File: config.mk
export PLATFORM = sky130hd
export DESIGN_NAME = uart_top
export DESIGN_NICKNAME = d
export VERILOG_FILES = /design/src/common/uart_pkg.sv /design/src/logic/baud_gen.sv /design/src/logic/rx_fifo.sv /design/src/logic/uart_cfg.sv /design/src/logic/uart_top.sv /design/src/uart_rx/uart_rx.sv /design/src/uart_tx/uart_tx.sv
export SDC_FILE = /design/constraint.sdc
export NUM_CORES = 1
export LEC_CHECK = 0
export BUFFER_PORTS_ARGS = -buffer_cell sky130_fd_sc_hd__buf_2
export CELL_PAD_IN_SITES_DETAIL_PLACEMENT = 1
export CELL_PAD_IN_SITES_GLOBAL_PLACEMENT = 2
export CORE_MARGIN = 2
export CORE_UTILIZATION = 41
export CTS_BUF_LIST = sky130_fd_sc_hd__clkbuf_4 sky130_fd_sc_hd__clkbuf_8
export CTS_CLUSTER_SIZE = 28
export DETAILED_ROUTE_END_ITERATION = 6
export PLACE_DENSITY_LB_ADDON = 0.15
export SETUP_SLACK_MARGIN = 0.05
export SKIP_CTS_REPAIR_TIMING = 1
export SLEW_MARGIN = 10
export SYNTH_ARGS = -nofsm -noshare
export SYNTH_HDL_FRONTEND = slang
export SYNTH_SLANG_ARGS = --single-unit
File: constraint.sdc
create_clock -name clk -period 6.93 [get_ports clk]
set_input_delay 1.386 -clock clk [delete_from_list [all_inputs] [get_ports clk]]
set_output_delay 1.386 -clock clk [all_outputs]
set_load 0.03 [all_outputs]
File: src/common/uart_pkg.sv
package uart_pkg;

  // frame format
  localparam int DATA_BITS  = 8;
  localparam int OVERSAMPLE = 16;   // ticks per bit

  // character and baud types
  typedef logic [DATA_BITS-1:0] data_t;
  typedef logic [23:0]          baud_inc_t;  // tick rate = f_clk * inc / 2**24

  // configuration port
  typedef logic [1:0]  cfg_addr_t;
  typedef logic [23:0] cfg_data_t;

  localparam cfg_addr_t ADDR_BAUD = 2'd0;  // data is the baud increment
  localparam cfg_addr_t ADDR_CTRL = 2'd1;  // control bits below

  // control register bit positions
  localparam int CTRL_STOP_TWO = 0;
  localparam int CTRL_CLEAR    = 1;  // write one to clear both sticky flags

  // 2**21, one tick every 8 clocks, 128 clocks per bit
  localparam baud_inc_t BAUD_RESET = 24'h20_0000;

  // receive queue
  localparam int FIFO_DEPTH = 4;

  typedef struct packed {
    cfg_addr_t addr;
    cfg_data_t data;
  } cfg_wr_t;

  typedef struct packed {
    data_t data;
    logic  frame_err;  // some stop bit sampled low
  } rx_word_t;

endpackage

File: src/logic/baud_gen.sv
`timescale 1ns/100ps

module baud_gen (
  input  logic                clk,
  input  logic                rst_n,
  input  uart_pkg::baud_inc_t baud_inc,
  output logic                tick
);
  import uart_pkg::*;

  localparam int PHASE_W = $bits(baud_inc_t);

  baud_inc_t          phase;
  logic [PHASE_W:0]   sum;  // extra bit holds the carry

  assign sum = {1'b0, phase} + {1'b0, baud_inc};

  always_ff @(posedge clk) begin
    if (!rst_n) begin
      phase <= '0;
      tick  <= 1'b0;
    end else begin
      phase <= sum[PHASE_W-1:0];
      tick  <= sum[PHASE_W];  // carry out, one clock wide
    end
  end

endmodule

File: src/logic/rx_fifo.sv
`timescale 1ns/100ps

module rx_fifo (
  input  logic               clk,
  input  logic               rst_n,
  input  logic               rx_push,
  input  uart_pkg::rx_word_t push_word,
  output logic               rx_valid,
  input  logic               rx_ready,
  output uart_pkg::rx_word_t rx_word,
  output logic               overrun
);
  import uart_pkg::*;

  localparam int PTR_W = $clog2(FIFO_DEPTH);
  localparam int CNT_W = $clog2(FIFO_DEPTH + 1);

  rx_word_t         mem [FIFO_DEPTH];
  logic [PTR_W-1:0] wr_ptr;
  logic [PTR_W-1:0] rd_ptr;
  logic [CNT_W-1:0] count;
  logic             full;
  logic             pop;
  logic             push_ok;

  function automatic logic [PTR_W-1:0] ptr_next(input logic [PTR_W-1:0] p);
    return (p == PTR_W'(FIFO_DEPTH - 1)) ? '0 : p + 1'b1;
  endfunction

  assign full     = (count == CNT_W'(FIFO_DEPTH));
  assign rx_valid = (count != '0);
  assign rx_word  = mem[rd_ptr];
  assign pop      = rx_valid & rx_ready;
  assign push_ok  = rx_push & (~full | pop);  // a pop frees a slot first
  assign overrun  = rx_push & ~push_ok;       // new word dropped

  always_ff @(posedge clk) begin
    if (push_ok) begin
      mem[wr_ptr] <= push_word;
    end
  end

  always_ff @(posedge clk) begin
    if (!rst_n) begin
      wr_ptr <= '0;
      rd_ptr <= '0;
      count  <= '0;
    end else begin
      if (push_ok) begin
        wr_ptr <= ptr_next(wr_ptr);
      end
      if (pop) begin
        rd_ptr <= ptr_next(rd_ptr);
      end
      case ({push_ok, pop})
        2'b10:   count <= count + 1'b1;
        2'b01:   count <= count - 1'b1;
        default: count <= count;
      endcase
    end
  end

endmodule

File: src/logic/uart_cfg.sv
`timescale 1ns/100ps

module uart_cfg (
  input  logic                clk,
  input  logic                rst_n,
  input  logic                cfg_valid,
  output logic                cfg_ready,
  input  uart_pkg::cfg_wr_t   cfg_wr,
  input  logic                frame_err_pulse,
  input  logic                overrun,
  output uart_pkg::baud_inc_t baud_inc,
  output logic                stop_two,
  output logic                frame_err_flag,
  output logic                overrun_flag
);
  import uart_pkg::*;

  logic wr_en;
  logic ctrl_wr;
  logic clear;

  assign cfg_ready = 1'b1;  // writes never stall
  assign wr_en     = cfg_valid & cfg_ready;
  assign ctrl_wr   = wr_en & (cfg_wr.addr == ADDR_CTRL);
  assign clear     = ctrl_wr & cfg_wr.data[CTRL_CLEAR];

  // register writes, other addresses ignored
  always_ff @(posedge clk) begin
    if (!rst_n) begin
      baud_inc <= BAUD_RESET;
      stop_two <= 1'b0;
    end else if (wr_en) begin
      case (cfg_wr.addr)
        ADDR_BAUD: baud_inc <= baud_inc_t'(cfg_wr.data);
        ADDR_CTRL: stop_two <= cfg_wr.data[CTRL_STOP_TWO];
        default:   ;
      endcase
    end
  end

  // sticky error flags
  always_ff @(posedge clk) begin
    if (!rst_n) begin
      frame_err_flag <= 1'b0;
      overrun_flag   <= 1'b0;
    end else begin
      if (clear) begin
        frame_err_flag <= 1'b0;  // clear beats a set
      end else if (frame_err_pulse) begin
        frame_err_flag <= 1'b1;
      end

      if (clear) begin
        overrun_flag <= 1'b0;
      end else if (overrun) begin
        overrun_flag <= 1'b1;
      end
    end
  end

endmodule

File: src/logic/uart_top.sv
`timescale 1ns/100ps

module uart_top (
  input  logic               clk,
  input  logic               rst_n,
  input  logic               cfg_valid,
  output logic               cfg_ready,
  input  uart_pkg::cfg_wr_t  cfg_wr,
  input  logic               tx_valid,
  output logic               tx_ready,
  input  uart_pkg::data_t    tx_data,
  output logic               txd,
  input  logic               rxd,
  output logic               rx_valid,
  input  logic               rx_ready,
  output uart_pkg::rx_word_t rx_word,
  output logic               frame_err_flag,
  output logic               overrun_flag
);
  import uart_pkg::*;

  baud_inc_t baud_inc;
  logic      stop_two;
  logic      tick;        // shared 16x bit tick
  logic      rx_push;
  rx_word_t  push_word;
  logic      frame_err_pulse;
  logic      overrun;

  uart_cfg u_cfg (
    .clk             (clk),
    .rst_n           (rst_n),
    .cfg_valid       (cfg_valid),
    .cfg_ready       (cfg_ready),
    .cfg_wr          (cfg_wr),
    .frame_err_pulse (frame_err_pulse),
    .overrun         (overrun),
    .baud_inc        (baud_inc),
    .stop_two        (stop_two),
    .frame_err_flag  (frame_err_flag),
    .overrun_flag    (overrun_flag)
  );

  baud_gen u_baud (
    .clk      (clk),
    .rst_n    (rst_n),
    .baud_inc (baud_inc),
    .tick     (tick)
  );

  uart_tx u_tx (
    .clk      (clk),
    .rst_n    (rst_n),
    .tick     (tick),
    .stop_two (stop_two),
    .tx_valid (tx_valid),
    .tx_ready (tx_ready),
    .tx_data  (tx_data),
    .txd      (txd)
  );

  uart_rx u_rx (
    .clk             (clk),
    .rst_n           (rst_n),
    .tick            (tick),
    .stop_two        (stop_two),
    .rxd             (rxd),
    .rx_push         (rx_push),
    .rx_word         (push_word),
    .frame_err_pulse (frame_err_pulse)
  );

  rx_fifo u_fifo (
    .clk       (clk),
    .rst_n     (rst_n),
    .rx_push   (rx_push),
    .push_word (push_word),
    .rx_valid  (rx_valid),
    .rx_ready  (rx_ready),
    .rx_word   (rx_word),
    .overrun   (overrun)
  );

endmodule

File: src/uart_rx/uart_rx.sv
`timescale 1ns/100ps

module uart_rx (
  input  logic               clk,
  input  logic               rst_n,
  input  logic               tick,
  input  logic               stop_two,
  input  logic               rxd,
  output logic               rx_push,
  output uart_pkg::rx_word_t rx_word,
  output logic               frame_err_pulse
);
  import uart_pkg::*;

  localparam int TICK_W     = $clog2(OVERSAMPLE);
  localparam int CNT_W      = 8;
  localparam int POS_W      = CNT_W - TICK_W;
  localparam int STOP_EARLY = 12;  // leave 4 ticks to catch the next start edge
  localparam int END_ONE    = OVERSAMPLE * (DATA_BITS + 1) + STOP_EARLY;
  localparam int END_TWO    = OVERSAMPLE * (DATA_BITS + 2) + STOP_EARLY;

  typedef enum logic {
    RX_IDLE,
    RX_RECV
  } rx_state_e;

  rx_state_e        state;
  logic             rxd_meta;
  logic             rxd_sync;
  logic [2:0]       hist;       // last three tick samples
  logic [CNT_W-1:0] cntr;       // ticks since start edge
  logic [POS_W-1:0] bit_pos;
  logic [CNT_W-1:0] end_cnt;
  logic             new_bit;
  logic             bit_val;
  logic             ferr;
  logic             stop_two_q;
  data_t            byte_shift;

  function automatic logic vote3(input logic [2:0] s);
    return (s[0] & s[1]) | (s[0] & s[2]) | (s[1] & s[2]);
  endfunction

  assign bit_pos = cntr[CNT_W-1:TICK_W];
  assign end_cnt = stop_two_q ? CNT_W'(END_TWO) : CNT_W'(END_ONE);

  always_ff @(posedge clk) begin
    if (!rst_n) begin
      rxd_meta        <= 1'b1;
      rxd_sync        <= 1'b1;
      hist            <= 3'b111;
      state           <= RX_IDLE;
      cntr            <= '0;
      new_bit         <= 1'b0;
      rx_push         <= 1'b0;
      frame_err_pulse <= 1'b0;
    end else begin
      rxd_meta        <= rxd;       // two-flop sync
      rxd_sync        <= rxd_meta;
      new_bit         <= 1'b0;
      rx_push         <= 1'b0;
      frame_err_pulse <= 1'b0;

      if (tick) begin
        hist <= {hist[1:0], rxd_sync};
        if (state == RX_RECV) begin
          cntr <= cntr + 1'b1;
          if (cntr[TICK_W-1:0] == TICK_W'(OVERSAMPLE / 2)) begin  // mid bit
            new_bit <= 1'b1;
            bit_val <= vote3(hist);
          end
        end else if (!rxd_sync && hist[0]) begin  // falling edge
          state      <= RX_RECV;
          cntr       <= '0;
          ferr       <= 1'b0;
          stop_two_q <= stop_two;
        end
      end

      // act on the voted bit one cycle later
      if (new_bit) begin
        if (bit_pos == '0) begin
          if (bit_val) begin
            state <= RX_IDLE;  // glitch, not a start bit
          end
        end else if (bit_pos == POS_W'(DATA_BITS + 1)) begin
          if (!bit_val) begin
            ferr <= 1'b1;
          end
        end else if (stop_two_q && bit_pos == POS_W'(DATA_BITS + 2)) begin
          if (!bit_val) begin
            ferr <= 1'b1;
          end
        end else if (bit_pos <= POS_W'(DATA_BITS)) begin
          byte_shift <= {bit_val, byte_shift[DATA_BITS-1:1]};  // lsb first
        end
      end

      if (state == RX_RECV && cntr == end_cnt) begin
        state           <= RX_IDLE;
        cntr            <= '0;
        rx_push         <= 1'b1;
        rx_word         <= '{data: byte_shift, frame_err: ferr};
        frame_err_pulse <= ferr;
      end
    end
  end

endmodule

File: src/uart_tx/uart_tx.sv
`timescale 1ns/100ps

module uart_tx (
  input  logic            clk,
  input  logic            rst_n,
  input  logic            tick,
  input  logic            stop_two,
  input  logic            tx_valid,
  output logic            tx_ready,
  input  uart_pkg::data_t tx_data,
  output logic            txd
);
  import uart_pkg::*;

  localparam int TICK_W = $clog2(OVERSAMPLE);
  localparam int BIT_W  = $clog2(DATA_BITS);

  typedef enum logic [1:0] {
    TX_IDLE,
    TX_START,
    TX_DATA,
    TX_STOP
  } tx_state_e;

  tx_state_e         state;
  logic [TICK_W-1:0] tick_cnt;   // tick within current bit
  logic [BIT_W-1:0]  bit_idx;
  logic [1:0]        stop_cnt;   // stop bits already started
  logic [1:0]        stop_total;
  logic              stop_two_q;
  data_t             shift;

  assign tx_ready   = (state == TX_IDLE);
  assign stop_total = stop_two_q ? 2'd2 : 2'd1;

  always_ff @(posedge clk) begin
    if (!rst_n) begin
      state    <= TX_IDLE;
      tick_cnt <= '0;
      bit_idx  <= '0;
      stop_cnt <= '0;
      txd      <= 1'b1;
    end else begin
      case (state)
        TX_IDLE: begin
          if (tx_valid) begin
            state      <= TX_START;
            tick_cnt   <= '0;
            shift      <= tx_data;
            stop_two_q <= stop_two;  // frame keeps its own stop count
          end
        end
        TX_START: begin
          if (tick) begin
            if (tick_cnt == '0) begin
              txd <= 1'b0;
            end
            if (tick_cnt == TICK_W'(OVERSAMPLE - 1)) begin
              state   <= TX_DATA;
              bit_idx <= '0;
            end
            tick_cnt <= tick_cnt + 1'b1;
          end
        end
        TX_DATA: begin
          if (tick) begin
            if (tick_cnt == '0) begin
              txd <= shift[0];
            end
            if (tick_cnt == TICK_W'(OVERSAMPLE - 1)) begin
              shift   <= shift >> 1;
              bit_idx <= bit_idx + 1'b1;
              if (bit_idx == BIT_W'(DATA_BITS - 1)) begin
                state    <= TX_STOP;
                stop_cnt <= '0;
              end
            end
            tick_cnt <= tick_cnt + 1'b1;
          end
        end
        TX_STOP: begin
          if (tick) begin
            if (tick_cnt == '0) begin
              if (stop_cnt == stop_total) begin
                state <= TX_IDLE;  // last stop bit ends here
              end else begin
                txd      <= 1'b1;
                stop_cnt <= stop_cnt + 1'b1;
              end
            end
            tick_cnt <= tick_cnt + 1'b1;
          end
        end
        default: state <= TX_IDLE;
      endcase
    end
  end

endmodule
# Word-level counts from Yosys, hierarchy flattened
# Memories as Yosys holds them, arrays and structs flattened. A register that Yosys moved wholly into a read port is not among the register bits.
# Index checks and enable logic that the tools add are counted.
[totals]
ramBits = 36
ff_bits = 117
word_cells = 185
mem_count = 1
out_inout_bits = 15
[classes]
n_mux = 64
n_reduce_logical = 33
eq_ne = 29
addsub = 9
n_bitwise = 18
order_cmp = 1
[memory_table]
columns = ["memory", "depth", "word_bits", "read_ports", "rd_ports_with_merged_regs", "wr", "line_no", "text"]
rows = [
  ["u_fifo.mem", 4, 9, 1, 1, 1, "rx_fifo.sv:18", "rx_word_t mem [FIFO_DEPTH];"],
]
[op_table]
columns = ["op", "n"]
rows = [
  ["$mux W2", 20],
  ["$mux W8", 5],
  ["$add A24 B24 Y25", 1],
  ["$mux W1", 25],
  ["$eq A4 B4 Y1 const B", 4],
  ["$ne A2 B1 Y1 const B", 8],
  ["$pmux W8 S2", 1],
  ["$mux W3", 4],
  ["$pmux W3 S2", 2],
  ["$eq A2 B2 Y1 const B", 5],
  ["$ne A2 B2 Y1 const B", 5],
  ["$reduce_and A2 Y1", 5],
  ["$reduce_and A5 Y1", 2],
  ["$reduce_bool A2 Y1", 5],
  ["$reduce_and A9 Y1", 1],
  ["$add A8 B1 Y8 const B", 1],
  ["$and A1 B1 Y1", 8],
  ["$eq A8 B8 Y1", 1],
  ["$logic_not A4 Y1", 2],
  ["$mux W4", 2],
  ["$pmux W2 S4", 1],
  ["$pmux W4 S2", 1],
  ["$reduce_and A4 Y1", 2],
  ["$reduce_and A8 Y1", 1],
  ["other kinds (22)", 42],
]

# Longest topological paths before layout
# Gate-level depths: netlist (run 1).
[depth]
ltp_word = 10
ltp_mapped = 10

# By module
# Synthesis (run 1) repeated with hierarchy kept, for this count alone.
[unflattened]
hier_cells = 691
hier_area_um2 = 7584.8
[by_module_without_submodules]
columns = ["mod", "area_each_um2", "n_inst", "cells_per_inst"]
rows = [
  ["baud_gen", 1934.4, 1, 230],
  ["rx_fifo", 1861.8, 1, 113],
  ["uart_rx", 1450.1, 1, 110],
  ["uart_tx", 1221.2, 1, 119],
  ["uart_cfg", 1117.3, 1, 119],
]

# Worst setup path before layout (run 1)
# OpenSTA, ideal clock, no wires.
[synth_timing]
kind = "input to register"
from = "input rst_n"
to = "register u_tx.shift[0] (enable)"
t_required_ns = 6.511
setup_slack_ns = 3.232
setup_time_ns = 0.419
arrival_time_ns = 3.279
n_path_buf = 2
cell_stages = 4
cell_sequence = "clkbuf_1 -> inv_1 -> clkbuf_1 -> a2111oi_0"
[synth_between]
elab_chain_cells = 1
[synth_lines]
columns = ["item", "line_no", "text"]
rows = [
  ["from (decl)", "uart_top.sv:5", "input logic rst_n,"],
  ["$reduce_and A5 Y1 (no source line)", "-", ""],
  ["to (signal assigned)", "uart_tx.sv:49", "shift <= tx_data;"],
  ["to (signal assigned)", "uart_tx.sv:71", "shift <= shift >> 1;"],
  ["to (decl)", "uart_tx.sv:31", "data_t shift;"],
]
# Every way passes these cells.
# A chain may end at the register's enable or synchronous reset.

==> results of run 1 <==
-- cell usage in the layout (no fill, tap or decap), drive strengths merged, types with 13 or more instances in the layout --
cell type,instances
xor2,13
nor2,54
edfxtp,65
clkbuf,17
o21ai,21
dfxtp,90
buf,55
ha,40
inv,30
a21oi,59
nor3,14
nand2,86
-- cells in the mapped netlist, drive strengths merged (10+ instances only) --
cell type	number	area, um^2
dfxtp	90	1800
nand2	86	325
edfxtp	65	1950
a21oi	59	295
nor2	54	203
ha	40	500
inv	24	90.1
clkbuf	21	78.8
o21ai	21	105
nor3	14	70.1
xor2	13	114
nand2b	12	75.1
nand3	12	60.1
nor2b	11	68.8
mux2i	10	100
-- flip-flops by register name, summed over array words and instances, names as in the netlist, 2 cells and up, named ones only --
signal,flops
u_tx.tick_cnt,4
u_fifo.wr_ptr,2
u_baud.phase,24
u_tx.bit_idx,3
u_rx.rx_word,9
u_tx.shift,8
u_cfg.baud_inc,24
u_rx.hist,3
u_fifo.count,3
u_fifo.mem,36
u_rx.byte_shift,8
u_rx.cntr,8
u_tx.state,2
u_tx.stop_cnt,2
u_fifo.rd_ptr,2
-- power groups by stage --
stage / Sequential (mW) / Combinational, mW / Clock, mW
6_report: 1.01 / 0.253 / 0.713
3_5_place_dp: 1.03 / 0.255 / 0
4_1_cts: 1.01 / 0.256 / 0.738
3_3_place_gp: 1.03 / 0.240 / 0
5_1_grt: 1.02 / 0.284 / 0.779
2_1_floorplan: 1.03 / 0.183 / 0
-- metrics by stage --
step                      hold slack (ps)  area [um^2]
final                                 418         7960
after global routing                  445         7960
after CTS                             431         7960
after detailed placement              415         7520
after global placement                392         7520
after floorplan                       386         7060
-- path summary, 6_finish.rpt --
kind | from | slack [ps] | cells past startpoint | to
worst max register to register | u_cfg.baud_inc[0] | 4230 | 10 | u_baud.phase[18]
worst min-delay path | u_rx.rxd_meta | 420 | 1 | u_rx.rxd_sync
worst min register to register | u_rx.rxd_meta | 420 | 1 | u_rx.rxd_sync
worst max-delay path | register | 3570 | 2 | rx_word[4]
-- routing by layer --
metal | vias up | wire length (um) | global-route usage (%)
met5 | - | 0 | 0
met3 | 14 | 531 | 5.01
met2 | 69 | 8310 | 34.1
met1 | 2459 | 7230 | 22.7
met4 | 0 | 163 | 4.46
li1 | 2485 | - | -
-- cell type report --
| class | count | area (um^2) | share of cell area, % |
|---|---|---|---|
| inverters | 24 | 90.1 | 1.13 |
| flip-flops and latches | 155 | 3750 | 47.2 |
| well taps | 220 | 275 | 3.46 |
| multi-input cells | 461 | 3120 | 39.2 |
| repair buffers | 55 | 280 | 3.52 |
| clock inverters | 15 | 200 | 2.52 |
| clock buffers | 17 | 234 | 2.94 |
-- logic make-up (layout without fill, tap and decap cells) --
family,count (synthesis),count (layout),synth area share [%]
fa+ha+maj,43,43,7.80
simple gates,237,237,16.3
mux,26,26,5.40
compound gates,133,133,11.9
other cells,1,1,0.0531
flops,155,155,53.2
xor+xnor,21,21,2.61
buf+inv,51,111,2.78
==> results.yml, run 1 <==
outcome:
  outcome: "finished, final reports clean"
global_route:
  grt_pass1_wl_um: 27000
  grt_use_total_pct: 19.0
  antenna_found_initial: 0
  grt_pass1_vias: 5349
  grt_max_degree: 56
  grt_overflow: 0
power:
  seqPwrFrac_pct: 51.1
  internal_power_mw: 1.40
  p_leak_nw: 3.08
  power_frac_comb_pct: 12.8
  swShare_pct: 29.2
  p_total_mw: 1.98
  ir_drop_uv: 108
  clock_power_share_pct: 36.1
  switching_power_mw: 0.578
  power_density_nw_per_um2: 248
critical_path:
  max_stage_delay_ps: 730
  cp_data_arrival_time_ps: 1980
  cp_slowest_cell: "dfxtp_1"
  end_kind: "primary output"
  critPathMaxFanout: 9
  path_delay_family: "flip-flops"
  required_ps: 5540
  crit_path_start_kind: "register"
  critPathKind: "reg -> out"
  crit_chain: "mux4_2, buf_2"
  path_buf_inv: 1
timing:
  slew_headroom_pct: 27.9
  finalWorstSetupSlack_ps: 3570
  tns_ps: 0
  max_freq_ghz: 0.297
  drv_slew: 0
  worst_pin_slew_ps: 1080
  fin_crit_sh_pct: 48.6
  rsz0062_at_grt: "no"
  setup_viol: 0
  finalHoldViolations: 0
  fin_skew_ps: 17.1
  fin_crit_ps: 3360
routing:
  routed_wl_um: 16200
  drc: 0
  vias_per_cell: 5.31
  vias: 5027
  drtPass1Iterations: 4
  wl_per_cell_um: 17.1
  drt_iter0_drc: 178
  drt.antenna.violating_nets: 0
clocking:
  cts-root-buf: "clkbuf_8"
  cts.sinks: 155
  cts_tree: "done"
  clk_pin_slew_worst_paths_ps: 110
  clk_latency_ps: 460
  clockBufferDepth: 2
  cts_buffers: 17
  cts_max_level: 4
final_layout:
  num_antenna_cells: 0
  fin_cells: 947
  fillCellCount: 1871
  drive_gt1_share_pct: 16.6
  final_nets: 796
  syn_to_final_growth_pct: 12.7
  fin_util_pct: 47.6
synth:
  syn_avg_cell_area_um2: 10.6
  synth_edf_count: 65
  yosys_warnings: 0
  synth_fp_nets: 749
  synth-seq-area-share_pct: 53.2
  syn_area_um2: 7060
  synth.distinct_cells: 69
  syn_inst: 667
  ys_ff_latch: 155
  synth-main-ff-cell: "dfxtp_1"
  async_flop_share_pct: 0
floorplanning:
  start_util_pct: 42.3
  rows: 47
  die_x_um: 135
  die_y_um: 135
  io-pin-count: 55
  core_area_um2: 16700
  die_area_um2: 18300
place:
  place_inst: 915
  place.port_buffers: 53
  hpwl_um: 11700
  gp_congestion: 0.772
  pre_cts_ws_ps: 3310
worst_hold_path:
  worstHoldPathType: "reg -> reg"
run:
  maxCapViolCount: 0
Power figures use the tool's default switching activity.
==> run 2, diff against run 1 <==
--- a/config.mk
+++ b/config.mk
@@ -5,11 +5,12 @@
 export SDC_FILE = /design/constraint.sdc
 export NUM_CORES = 1
 export LEC_CHECK = 0
+export ABC_AREA = 1
 export BUFFER_PORTS_ARGS = -buffer_cell sky130_fd_sc_hd__buf_2
 export CELL_PAD_IN_SITES_DETAIL_PLACEMENT = 1
 export CELL_PAD_IN_SITES_GLOBAL_PLACEMENT = 2
 export CORE_MARGIN = 2
-export CORE_UTILIZATION = 41
+export CORE_UTILIZATION = 38
 export CTS_BUF_LIST = sky130_fd_sc_hd__clkbuf_4 sky130_fd_sc_hd__clkbuf_8
 export CTS_CLUSTER_SIZE = 28
 export DETAILED_ROUTE_END_ITERATION = 6
==> constraint.sdc (replaced) <==
create_clock -name clk -period 3.1 [get_ports clk]
set_input_delay 0.62 -clock clk [delete_from_list [all_inputs] [get_ports clk]]
set_output_delay 0.62 -clock clk [all_outputs]
set_load 0.03 [all_outputs]
==> results.yml, run 2 <==
timing:
  max_freq_ghz: 0.389
  slew_headroom_pct: 37.8
  fin_crit_ps: 2570
  worst_pin_slew_ps: 932
  setup_viol: 0
  rsz0062_at_grt: "no"
  holdWs_ps: 356
  drv_slew: 0
  tns_ps: 0
  fin_crit_sh_pct: 82.9
  fin_skew_ps: 16.1
  finalHoldViolations: 0
final_layout:
  fillCellCount: 2486
  final_cell_mix: "232 x nand2_1, 152 x nor2_1, 119 x inv_1"
  layout.area.seq_um2: 3750
  final_nets: 1098
  largest_register_ffs: 36
  fin_util_pct: 44.0
  multiInputGateArea_um2: 3330
  drive_gt1_share_pct: 13.2
  final_common_cell: "nand2_1"
  top_regs: "u_fifo.mem x36, u_baud.phase x24, u_cfg.baud_inc x24"
  largest_register: "u_fifo.mem"
  num_antenna_cells: 0
  fin_cells: 1294
  syn_to_final_growth_pct: 12.6
global_route:
  grt_pass1_vias: 6321
  antenna_found_initial: 0
  grt_pass1_wl_um: 31700
  grt_use_total_pct: 18.5
  grt_max_degree: 32
  grt_overflow: 0
run:
  maxCapViolCount: 0
synth:
  async_flop_share_pct: 0
  synth.top_cells.by_count: "232 x nand2_1, 152 x nor2_1, 119 x inv_1"
  syn_area_um2: 7650
  synth_fp_nets: 1034
  yosys_warnings: 0
  synth_simple_gate_area_share_pct: 26.6
  synth_top_area_share_pct: 25.5
  ys_ff_latch: 155
  syn_inst: 952
  synth-seq-area-share_pct: 49.1
  yosys-top-cells-area: "edfxtp_1 26%, dfxtp_1 24%, nand2_1 11%"
  synthAdderAreaFrac_pct: 7.20
  synth_edf_count: 65
  synth-compound-area-share_pct: 9.16
  synth-main-ff-cell: "dfxtp_1"
  syn_avg_cell_area_um2: 8.04
  synth.distinct_cells: 50
  synth_xor_area_share_pct: 0.458
  synth_top_family_by_area: "simple AND/OR/NAND/NOR gates"
  yosysTopAreaCell: "edfxtp_1"
  synthMuxAreaShare_pct: 0
  yosysMostFrequentCell: "nand2_1"
floorplanning:
  core_area_um2: 19600
  die_x_um: 146
  start_util_pct: 39.1
  io-pin-count: 55
  die_area_um2: 21300
  rows: 51
  die_y_um: 146
critical_path:
  crit_chain: "buf_4, inv_1, o21ai_0, o22ai_1, buf_2"
  required_ps: 2480
  cp_slowest_cell: "inv_1"
  critPathKind: "reg -> out"
  crit_path_start_kind: "register"
  cp_data_arrival_time_ps: 1950
  end_kind: "primary output"
  max_stage_delay_ps: 400
  critPathMaxFanout: 19
routing:
  vias: 6168
  routed_wl_um: 18600
  wl_per_cell_um: 14.4
  vias_per_cell: 4.77
  drtPass1Iterations: 4
  drc: 0
  drt.antenna.violating_nets: 0
  drt_iter0_drc: 290
power:
  power_density_nw_per_um2: 560
  p_total_mw: 4.82
  ir_drop_uv: 305
  p_leak_nw: 3.88
place:
  hpwl_um: 13600
  place_inst: 1262
  place.port_buffers: 53
  gp_congestion: 0.816
clocking:
  clk_latency_ps: 460
  cts_max_level: 4
  cts-root-buf: "clkbuf_8"
  cts_buffers: 17
  clockBufferDepth: 2
  clk_pin_slew_worst_paths_ps: 90
  cts.sinks: 155
  cts_tree: "done"
worst_hold_path:
  worstHoldPathType: "in -> reg"
outcome:
  outcome: "finished, final reports clean"
run 2: metal layers:
layer / vias to the layer above / routed length [um] / track usage (%)
li1: 3199 / - / -
met1: 2868 / 9820 / 26.6
met2: 94 / 8020 / 28.6
met3: 7 / 670 / 4.01
met4: 0 / 127 / 3.92
met5: - / 0 / 0
run 2: report_power, final:
part | switching, mW | internal (mW)
sequential | 0.0572 | 2.24
clock | 0.869 | 0.681
combinational | 0.663 | 0.314
total | 1.59 | 3.24
run 2: critical path, delay by kind of cell (launching register included):
family                 cells  cell delay (ps)
flip-flops                 1              310
buffers and inverters      3              830
AO/OA/AOI/OAI              2              360
run 2: final cells by class:
class	count	share of cell area, %
clock buffer	18	2.80
clock inverter	14	1.74
inverter	123	5.36
multi-input combinational	655	38.6
sequential	155	43.6
tap	265	3.85
timing repair buffer	64	4.04
run 2: cell families (layout without fill, tap and decap cells):
| group | after synthesis | count (layout) |
|---|---|---|
| xor gates and xnor gates | 4 | 4 |
| and+or+nand+nor | 478 | 478 |
| other | 1 | 1 |
| adders and majority gates | 43 | 43 |
| buffers and inverters | 142 | 219 |
| DFF | 155 | 155 |
| AOI/OAI and AO/OA | 129 | 129 |
run 2: path summary, 6_finish.rpt:
path / start / endpoint / slack (ps) / cells past startpoint
hold reg to reg: u_rx.rxd_meta / u_rx.rxd_sync / 420 / 1
hold / removal: rxd / u_rx.rxd_meta / 360 / 2
setup / recovery: register / rx_word[8] / 530 / 5
setup reg to reg: u_fifo.count[0] / u_fifo.count[2] / 860 / 10
run 2: per-stage QoR:
| stage | setup slack (ps) | cell area [um^2] |
|---|---|---|
| CTS | 497 | 8610 |
| global route | 354 | 8610 |
| floorplan | 844 | 7650 |
| global placement | 697 | 8220 |
| finish | 530 | 8610 |
| detailed placement | 651 | 8220 |
